[src/ci_defines.svh]
`ifndef CI_DEFINES_SVH
`define CI_DEFINES_SVH

// Window geometry, radius 6
`define CI_WIN     13
`define CI_CENTER  6
`define CI_AREA    169

// Column and band counter width
`define CI_CNT_W   10

// APB bus widths
`define CI_APB_AW  8
`define CI_APB_DW  32

// Register map
`define CI_REG_CTRL    8'h00
`define CI_REG_COLS    8'h04
`define CI_REG_BANDS   8'h08
`define CI_REG_STATUS  8'h0C
`define CI_REG_ONES    8'h10

`endif

[src/ci_pkg.sv]
`include "ci_defines.svh"

package ci_pkg;

  ////////////////////////////////////////
  // Pixel data
  ////////////////////////////////////////

  typedef logic [7:0] pix_t;

  // Element 0 is the top row of the column
  typedef pix_t [`CI_WIN-1:0] pix_col_t;

  // Sum of 13 pixels, at most 3315
  typedef logic [11:0] col_sum_t;

  // Sum of 169 pixels, at most 43095
  typedef logic [15:0] win_sum_t;

  ////////////////////////////////////////
  // Control
  ////////////////////////////////////////

  typedef logic [`CI_CNT_W-1:0] cnt_t;

  typedef logic [`CI_APB_AW-1:0] apb_addr_t;
  typedef logic [`CI_APB_DW-1:0] apb_data_t;

  typedef enum logic [1:0] {
    IDLE,
    RUN,
    DONE
  } ci_state_e;

endpackage

[src/ci_if.sv]
// Configuration and status between register block and controller
interface ci_cfg_if
  import ci_pkg::*;
();
  logic enable;
  logic clear;
  cnt_t cols;
  cnt_t bands;
  logic busy;
  logic frame_done_pulse;

  modport regs (output enable, clear, cols, bands, input busy, frame_done_pulse);
  modport ctrl (input enable, clear, cols, bands, output busy, frame_done_pulse);
endinterface

// Column strobes from controller to datapath
interface ci_win_if;
  logic accept;
  logic band_start;
  logic emit;
  // Drops results still in the pipeline
  logic flush;

  modport ctrl (output accept, band_start, emit, flush);
  modport dp (input accept, band_start, emit, flush);
endinterface

[src/ci_regs.sv]
`include "ci_defines.svh"

module ci_regs
  import ci_pkg::*;
(
  input  logic      clk,
  input  logic      rst_n,
  input  logic      i_psel,
  input  logic      i_penable,
  input  logic      i_pwrite,
  input  apb_addr_t i_paddr,
  input  apb_data_t i_pwdata,
  output apb_data_t o_prdata,
  output logic      o_pready,
  output logic      o_pslverr,
  input  logic      i_ci_valid,
  input  logic      i_ci,
  ci_cfg_if.regs    cfg
);

  logic      access;
  logic      wr_en;
  logic      addr_hit;
  apb_data_t rd_data;

  logic      enable_q;
  logic      clear_q;
  cnt_t      cols_q;
  cnt_t      bands_q;
  logic      done_q;
  apb_data_t ones_q;

  assign access = i_psel && i_penable;
  assign wr_en  = access && i_pwrite && addr_hit;

  ////////////////////////////////////////
  // Read mux and address decode
  ////////////////////////////////////////

  always_comb begin
    rd_data  = '0;
    addr_hit = 1'b1;
    case (i_paddr)
      `CI_REG_CTRL:   rd_data = apb_data_t'(enable_q);
      `CI_REG_COLS:   rd_data = apb_data_t'(cols_q);
      `CI_REG_BANDS:  rd_data = apb_data_t'(bands_q);
      `CI_REG_STATUS: rd_data = apb_data_t'({cfg.busy, done_q});
      `CI_REG_ONES:   rd_data = ones_q;
      default:        addr_hit = 1'b0;
    endcase
  end

  assign o_prdata  = (access && !i_pwrite) ? rd_data : '0;
  assign o_pready  = 1'b1;
  assign o_pslverr = access && !addr_hit;

  ////////////////////////////////////////
  // Control and geometry
  ////////////////////////////////////////

  always_ff @(posedge clk) begin
    if (!rst_n) begin
      enable_q <= 1'b0;
      clear_q  <= 1'b0;
      cols_q   <= '0;
      bands_q  <= '0;
    end else begin
      clear_q <= 1'b0;
      if (wr_en) begin
        case (i_paddr)
          `CI_REG_CTRL: begin
            // Soft clear also disables
            clear_q  <= i_pwdata[1];
            enable_q <= i_pwdata[0] && !i_pwdata[1];
          end
          `CI_REG_COLS:  cols_q <= i_pwdata[`CI_CNT_W-1:0];
          `CI_REG_BANDS: bands_q <= i_pwdata[`CI_CNT_W-1:0];
          default: ;
        endcase
      end
    end
  end

  // Sticky frame done, write 1 to clear
  always_ff @(posedge clk) begin
    if (!rst_n) begin
      done_q <= 1'b0;
    end else if (cfg.frame_done_pulse) begin
      done_q <= 1'b1;
    end else if (wr_en && i_paddr == `CI_REG_STATUS && i_pwdata[0]) begin
      done_q <= 1'b0;
    end
  end

  always_ff @(posedge clk) begin
    if (!rst_n) begin
      ones_q <= '0;
    end else if (clear_q) begin
      ones_q <= '0;
    end else if (i_ci_valid && i_ci) begin
      ones_q <= ones_q + 1'b1;
    end
  end

  assign cfg.enable = enable_q;
  assign cfg.clear  = clear_q;
  assign cfg.cols   = cols_q;
  assign cfg.bands  = bands_q;

  // Access phase always follows its setup phase
  a_apb_access : assert property (@(posedge clk) disable iff (!rst_n)
    i_penable |-> i_psel && $past(i_psel && !i_penable));

endmodule

[src/ci_ctrl.sv]
`include "ci_defines.svh"

module ci_ctrl
  import ci_pkg::*;
(
  input  logic   clk,
  input  logic   rst_n,
  input  logic   i_col_valid,
  output logic   o_col_ready,
  ci_cfg_if.ctrl cfg,
  ci_win_if.ctrl win
);

  ci_state_e  state;
  cnt_t       col_cnt;
  cnt_t       band_cnt;
  logic       start_ok;
  logic       abort;
  logic       col_last;
  logic       band_last;
  logic       last_emit;
  logic [2:0] done_dly;

  assign start_ok  = cfg.enable && !cfg.clear && (cfg.cols >= `CI_WIN) && (cfg.bands != '0);
  assign abort     = !cfg.enable || cfg.clear;
  assign col_last  = (col_cnt == cfg.cols - 1'b1);
  assign band_last = (band_cnt == cfg.bands - 1'b1);

  ////////////////////////////////////////
  // Column strobes
  ////////////////////////////////////////

  assign o_col_ready    = (state == RUN);
  assign win.accept     = i_col_valid && o_col_ready;
  assign win.band_start = win.accept && (col_cnt == '0);
  assign win.emit       = win.accept && (col_cnt >= `CI_WIN - 1);
  assign win.flush      = abort;

  assign last_emit = win.emit && col_last && band_last;

  ////////////////////////////////////////
  // Sequencer
  ////////////////////////////////////////

  always_ff @(posedge clk) begin
    if (!rst_n) begin
      state    <= IDLE;
      col_cnt  <= '0;
      band_cnt <= '0;
    end else begin
      case (state)
        IDLE: begin
          col_cnt  <= '0;
          band_cnt <= '0;
          if (start_ok) begin
            state <= RUN;
          end
        end
        RUN: begin
          if (abort) begin
            // Partial band is dropped
            state <= IDLE;
          end else if (win.accept) begin
            if (col_last) begin
              col_cnt <= '0;
              if (band_last) begin
                state <= DONE;
              end else begin
                band_cnt <= band_cnt + 1'b1;
              end
            end else begin
              col_cnt <= col_cnt + 1'b1;
            end
          end
        end
        DONE: state <= IDLE;
        default: state <= IDLE;
      endcase
    end
  end

  // Lines up with the final result of the frame
  always_ff @(posedge clk) begin
    if (!rst_n) begin
      done_dly <= '0;
    end else if (abort) begin
      done_dly <= '0;
    end else begin
      done_dly <= {done_dly[1:0], last_emit};
    end
  end

  assign cfg.frame_done_pulse = done_dly[2];
  assign cfg.busy             = (state != IDLE);

  a_cnt_range : assert property (@(posedge clk) disable iff (!rst_n)
    (state == RUN) |-> (col_cnt < cfg.cols) && (band_cnt < cfg.bands));

endmodule

[src/ci_window_sum.sv]
`include "ci_defines.svh"

module ci_window_sum
  import ci_pkg::*;
(
  input  logic     clk,
  input  logic     rst_n,
  input  pix_col_t i_col,
  ci_win_if.dp     win,
  output logic     o_ci_valid,
  output logic     o_ci
);

  col_sum_t             col_sum;
  col_sum_t             hist [`CI_WIN];
  logic [`CI_WIN-1:0]   hist_vld;
  win_sum_t             leave;
  win_sum_t             win_sum;
  pix_t                 ctr_dly [`CI_CENTER+1];

  logic                 emit_q1;
  logic                 emit_q2;
  win_sum_t             prod_q;
  win_sum_t             sum_q;

  ////////////////////////////////////////
  // Stage 1, column sums
  ////////////////////////////////////////

  always_comb begin
    col_sum = '0;
    for (int r = 0; r < `CI_WIN; r++) begin
      col_sum = col_sum + col_sum_t'(i_col[r]);
    end
  end

  // Oldest column leaves only once the window is full
  assign leave = hist_vld[`CI_WIN-1] ? win_sum_t'(hist[`CI_WIN-1]) : '0;

  always_ff @(posedge clk) begin
    if (win.accept) begin
      hist[0] <= col_sum;
      for (int i = 1; i < `CI_WIN; i++) begin
        hist[i] <= hist[i-1];
      end
      if (win.band_start) begin
        win_sum <= win_sum_t'(col_sum);
      end else begin
        win_sum <= win_sum + win_sum_t'(col_sum) - leave;
      end
    end
  end

  always_ff @(posedge clk) begin
    if (!rst_n) begin
      hist_vld <= '0;
    end else if (win.accept) begin
      if (win.band_start) begin
        hist_vld <= {{(`CI_WIN-1){1'b0}}, 1'b1};
      end else begin
        hist_vld <= {hist_vld[`CI_WIN-2:0], 1'b1};
      end
    end
  end

  // Center row, 6 columns back after the shift
  always_ff @(posedge clk) begin
    if (win.accept) begin
      ctr_dly[0] <= i_col[`CI_CENTER];
      for (int i = 1; i <= `CI_CENTER; i++) begin
        ctr_dly[i] <= ctr_dly[i-1];
      end
    end
  end

  ////////////////////////////////////////
  // Stage 2, compare against the mean
  ////////////////////////////////////////

  always_ff @(posedge clk) begin
    if (emit_q1) begin
      prod_q <= win_sum_t'(ctr_dly[`CI_CENTER]) * win_sum_t'(`CI_AREA);
      sum_q  <= win_sum;
    end
  end

  always_ff @(posedge clk) begin
    if (!rst_n) begin
      emit_q1    <= 1'b0;
      emit_q2    <= 1'b0;
      o_ci_valid <= 1'b0;
      o_ci       <= 1'b0;
    end else if (win.flush) begin
      emit_q1    <= 1'b0;
      emit_q2    <= 1'b0;
      o_ci_valid <= 1'b0;
    end else begin
      emit_q1    <= win.emit;
      emit_q2    <= emit_q1;
      o_ci_valid <= emit_q2;
      if (emit_q2) begin
        o_ci <= (prod_q >= sum_q);
      end
    end
  end

  // Needs 12 earlier columns of the same band
  a_emit_full : assert property (@(posedge clk) disable iff (!rst_n)
    win.emit |-> !win.band_start && hist_vld[`CI_WIN-2]);

endmodule

[src/ci_top.sv]
module ci_top
  import ci_pkg::*;
(
  input  logic      clk,
  input  logic      rst_n,

  // APB slave
  input  logic      i_psel,
  input  logic      i_penable,
  input  logic      i_pwrite,
  input  apb_addr_t i_paddr,
  input  apb_data_t i_pwdata,
  output apb_data_t o_prdata,
  output logic      o_pready,
  output logic      o_pslverr,

  // Column stream
  input  logic      i_col_valid,
  input  pix_col_t  i_col,
  output logic      o_col_ready,

  // Results
  output logic      o_ci_valid,
  output logic      o_ci,
  output logic      o_frame_done
);

  logic ci_valid;
  logic ci;

  ci_cfg_if cfg_if ();
  ci_win_if win_if ();

  ////////////////////////////////////////
  // Blocks
  ////////////////////////////////////////

  ci_regs u_regs (
    .clk        (clk),
    .rst_n      (rst_n),
    .i_psel     (i_psel),
    .i_penable  (i_penable),
    .i_pwrite   (i_pwrite),
    .i_paddr    (i_paddr),
    .i_pwdata   (i_pwdata),
    .o_prdata   (o_prdata),
    .o_pready   (o_pready),
    .o_pslverr  (o_pslverr),
    .i_ci_valid (ci_valid),
    .i_ci       (ci),
    .cfg        (cfg_if.regs)
  );

  ci_ctrl u_ctrl (
    .clk         (clk),
    .rst_n       (rst_n),
    .i_col_valid (i_col_valid),
    .o_col_ready (o_col_ready),
    .cfg         (cfg_if.ctrl),
    .win         (win_if.ctrl)
  );

  ci_window_sum u_window_sum (
    .clk        (clk),
    .rst_n      (rst_n),
    .i_col      (i_col),
    .win        (win_if.dp),
    .o_ci_valid (ci_valid),
    .o_ci       (ci)
  );

  assign o_ci_valid = ci_valid;
  assign o_ci       = ci;

  // One cycle after the last result, same edge as the status flag
  always_ff @(posedge clk) begin
    if (!rst_n) begin
      o_frame_done <= 1'b0;
    end else begin
      o_frame_done <= cfg_if.frame_done_pulse;
    end
  end

endmodule

[config.mk]
export PLATFORM = sky130hd
export DESIGN_NAME = ci_top
export DESIGN_NICKNAME = d
export VERILOG_FILES = /design/src/ci_pkg.sv /design/src/ci_if.sv /design/src/ci_regs.sv /design/src/ci_ctrl.sv /design/src/ci_window_sum.sv /design/src/ci_top.sv
export VERILOG_INCLUDE_DIRS = /design/src
export SDC_FILE = /design/constraint.sdc
export NUM_CORES = 1
export LEC_CHECK = 0
export CAP_MARGIN = 20
export CORE_MARGIN = 1
export CORE_UTILIZATION = 35
export CTS_CLUSTER_DIAMETER = 100
export DETAILED_ROUTE_END_ITERATION = 8
export DONT_BUFFER_PORTS = 1
export HOLD_SLACK_MARGIN = 0.08
export PLACE_DENSITY_LB_ADDON = 0.08
export SLEW_MARGIN = 0
export SYNTH_ARGS = -nofsm -noshare
export SYNTH_HDL_FRONTEND = slang
export SYNTH_SLANG_ARGS = --single-unit
[constraint.sdc]
create_clock -name clk -period 19.3 [get_ports clk]
set_clock_uncertainty 0.05 [all_clocks]
set_input_delay 0.965 -clock clk [delete_from_list [all_inputs] [get_ports clk]]
set_output_delay 0.965 -clock clk [all_outputs]
set_load 0.01 [all_outputs]
==> results.py <==
metrics = {
    "drt": {
        "routed_wl_mm": 35.5,
        "post-route-drc-count": 0,
        "vias": 10689,
        "drtAntennaViolNets": 0,
        "wl_per_cell_um": 16.1,
        "vias_per_cell": 4.86,
        "drtPass1Iterations": 5,
        "drt_iter0_drc": 582,
    },
    "global_routing": {
        "grt_max_degree": 87,
        "grt_pass1_wl_mm": 56.5,
        "grtUsageTotal": 0.135,
        "grt_pass1_vias": 10695,
        "grt_antenna_before_repair": 0,
        "grt-ovfl-total": 0,
    },
    "cts": {
        "cts_setup_buffers": 0,
        "clkSinkCount": 358,
        "cts_hold_buf": 0,
        "cts_resized": 0,
        "path_clk_slew_ns": 0.06,
        "cts_max_level": 2,
        "clockBufferDepth": 3,
        "clk_latency_ns": 0.57,
        "tritoncts.num_buffers": 42,
        "cts_root_buffer": "clkbuf_16",
        "cts_tree": "done",
    },
    "cells_and_area": {
        "n_fill_cell": 4913,
        "drive_gt1_frac": 0.0520,
        "diodes": 0,
        "ff_latch_area_um2": 9770,
        "syn_to_final_growth_pct": 11.5,
        "multi_input_area_um2": 7510,
        "nNetsFinal": 1844,
    },
    "synth": {
        "synth_fp_nets": 1829,
        "synth_edf_count": 260,
        "synth_top_area_frac": 0.431,
        "synthFlopType": "edfxtp_1",
        "async_flop_share": 0,
        "yosys_warnings": 0,
        "yosysUniqueCellTypes": 68,
        "seq_area_frac_synth": 0.539,
        "synth_area_leaders": "edfxtp_1 (43%), dfxtp_1 (11%), fa_1 (11%), ha_1 (7.2%), inv_1 (3.8%)",
        "synth-seq-cells": 358,
        "yosysTopAreaCell": "edfxtp_1",
        "syn_avg_cell_area_um2": 12.3,
        "synthCells": 1477,
        "netlist_area_um2": 18100,
    },
    "worst_setup_path": {
        "critPathMaxFanout": 5,
        "cp_slowest_stage_delay_ns": 0.55,
        "start_kind": "input pin",
        "critPathArrivalTime_ns": 8.59,
        "required_ns": 19.54,
        "cp_common_cell": "fa_1",
        "cp_slowest_cell": "fa_1",
        "crit_type": "input pin to flop",
        "end_kind": "flop",
    },
    "place": {
        "io_buffers": 0,
        "gp_congestion": 0.810,
        "hpwl_mm": 25.6,
    },
    "floorplan": {
        "die_width_um": 230,
        "start_util": 0.354,
        "core-area_um2": 51200,
        "die_y_um": 230,
        "rows": 83,
        "die-area_um2": 52700,
        "ios": 188,
    },
    "timing": {
        "slew_headroom": 0.342,
        "slew_violations": 0,
        "max_freq_mhz": 120,
        "worstMarginPinSlew_ns": 0.984,
        "tns_ns": 0,
        "period_minus_slack_ns": 8.34,
        "setup_violations": 0,
        "rsz0062_at_grt": "false",
        "period_share": 0.432,
        "hold_viol_final": 0,
    },
    "hold_path": {
        "hold_class": "flop to flop",
    },
    "run": {
        "max_cap_viol_count": 0,
    },
    "run_status": {
        "status": "completed",
    },
}
[registers in the layout (all words and copies together), names as in the netlist, 2 cells and up]
| register | count |
|---|---|
| u_window_sum.hist_vld | 13 |
| u_ctrl.band_cnt | 10 |
| u_ctrl.state | 2 |
| u_ctrl.col_cnt | 10 |
| u_regs.cfg.cols | 10 |
| u_regs.ones_q | 32 |
| u_ctrl.done_dly | 3 |
| u_window_sum.hist | 156 |
| u_window_sum.win_sum | 16 |
| u_window_sum.ctr_dly | 56 |
| u_regs.cfg.bands | 10 |
| u_window_sum.prod_q | 16 |
| u_window_sum.sum_q | 16 |
[cells in the mapped netlist (5+ instances only)]
| master | count |
|---|---|
| a211oi_1 | 5 |
| a21boi_0 | 11 |
| a21o_1 | 17 |
| a21oi_1 | 51 |
| a222oi_1 | 9 |
| a31oi_1 | 6 |
| and2_1 | 14 |
| and3_1 | 39 |
| clkbuf_1 | 35 |
| dfxtp_1 | 98 |
| edfxtp_1 | 260 |
| fa_1 | 98 |
| ha_1 | 104 |
| inv_1 | 182 |
| mux2i_1 | 23 |
| nand2_1 | 96 |
| nand2b_1 | 15 |
| nand3_1 | 38 |
| nand4_1 | 22 |
| nor2_1 | 88 |
| nor2b_1 | 22 |
| nor3_1 | 25 |
| nor4_1 | 7 |
| o21a_1 | 5 |
| o21ai_0 | 31 |
| o21bai_1 | 5 |
| or3_1 | 12 |
| or4_1 | 9 |
| xnor2_1 | 47 |
| xor2_1 | 42 |
[cell usage in the layout, fill, tap and decap left out, types with 25 or more instances in the layout]
master     Yosys  layout
clkbuf_16      0      42
xor2_1        42      42
ha_1         104     104
fa_1          98      98
nor3_1        25      25
and3_1        39      39
o21ai_0       31      31
nand2_1       96      96
nand3_1       38      38
nor2_1        88      88
a21oi_1       51      51
dfxtp_1       98      98
edfxtp_1     260     260
xnor2_1       47      47
inv_1        182     181
[final cells by class]
cell class | count | area share
clock buffers | 54 | 0.0542
clock inverters | 18 | 0.0106
inverters | 182 | 0.0342
multi-input cells | 897 | 0.371
flip-flops and latches | 358 | 0.483
well taps | 680 | 0.0421
repair buffers | 11 | 0.00409
[metal layers]
layer | part of all wire | wire length (um) | global-route usage | vias up
li1 | - | - | - | 5173
met1 | 0.46 | 16300 | 0.177 | 5253
met2 | 0.47 | 16800 | 0.220 | 203
met3 | 0.044 | 1570 | 0.0269 | 60
met4 | 0.025 | 899 | 0.0510 | 0
met5 | 0 | 0 | 0 | -
[through the flow]
stage	hold WS (ns)	util	cell area [um2]	setup WS [ns]	cells
after floorplan	0.350	-	18100	11.04	1477
after global placement	0.351	0.369	18900	10.36	2128
after detailed placement	0.355	0.369	18900	10.35	2128
after CTS	0.351	0.395	20200	10.96	2200
after global routing	0.361	0.395	20200	10.44	2200
final	0.359	0.395	20200	10.96	2200
[logic make-up after synthesis]
kind of cell,Yosys count,synth area share
flip-flops,358,0.539
multiplexers,25,0.0139
adder cells (fa/ha/maj),202,0.180
XOR/XNOR,89,0.0430
buffers and inverters,222,0.0467
AND/OR/NAND/NOR,407,0.114
AO/OA/AOI/OAI,173,0.0634
other,1,0.000207
[critical path, delay by kind of cell]
kind            cells  cell delay, ns
fa+ha+maj          10            4.35
simple gates        5            0.65
xor+xnor            1            0.19
compound gates     10            2.06
buf+inv             5            0.36
[path summary, 6_finish.rpt]
path / from / to / slack [ns] / cells past startpoint
setup / recovery: i_col[0] / u_window_sum.win_sum[15] / 10.96 / 31
hold / removal: u_window_sum.ctr_dly[4][4] / u_window_sum.ctr_dly[5][4] / 0.36 / 0
setup reg to reg: u_ctrl.state[0] / u_window_sum.ctr_dly[3][5] / 15.20 / 6
hold reg to reg: u_window_sum.ctr_dly[4][4] / u_window_sum.ctr_dly[5][4] / 0.36 / 0
Power is left out: the tool's default activity adds up to more than one toggle a clock period on the data nets, which glitch-free logic cannot reach.
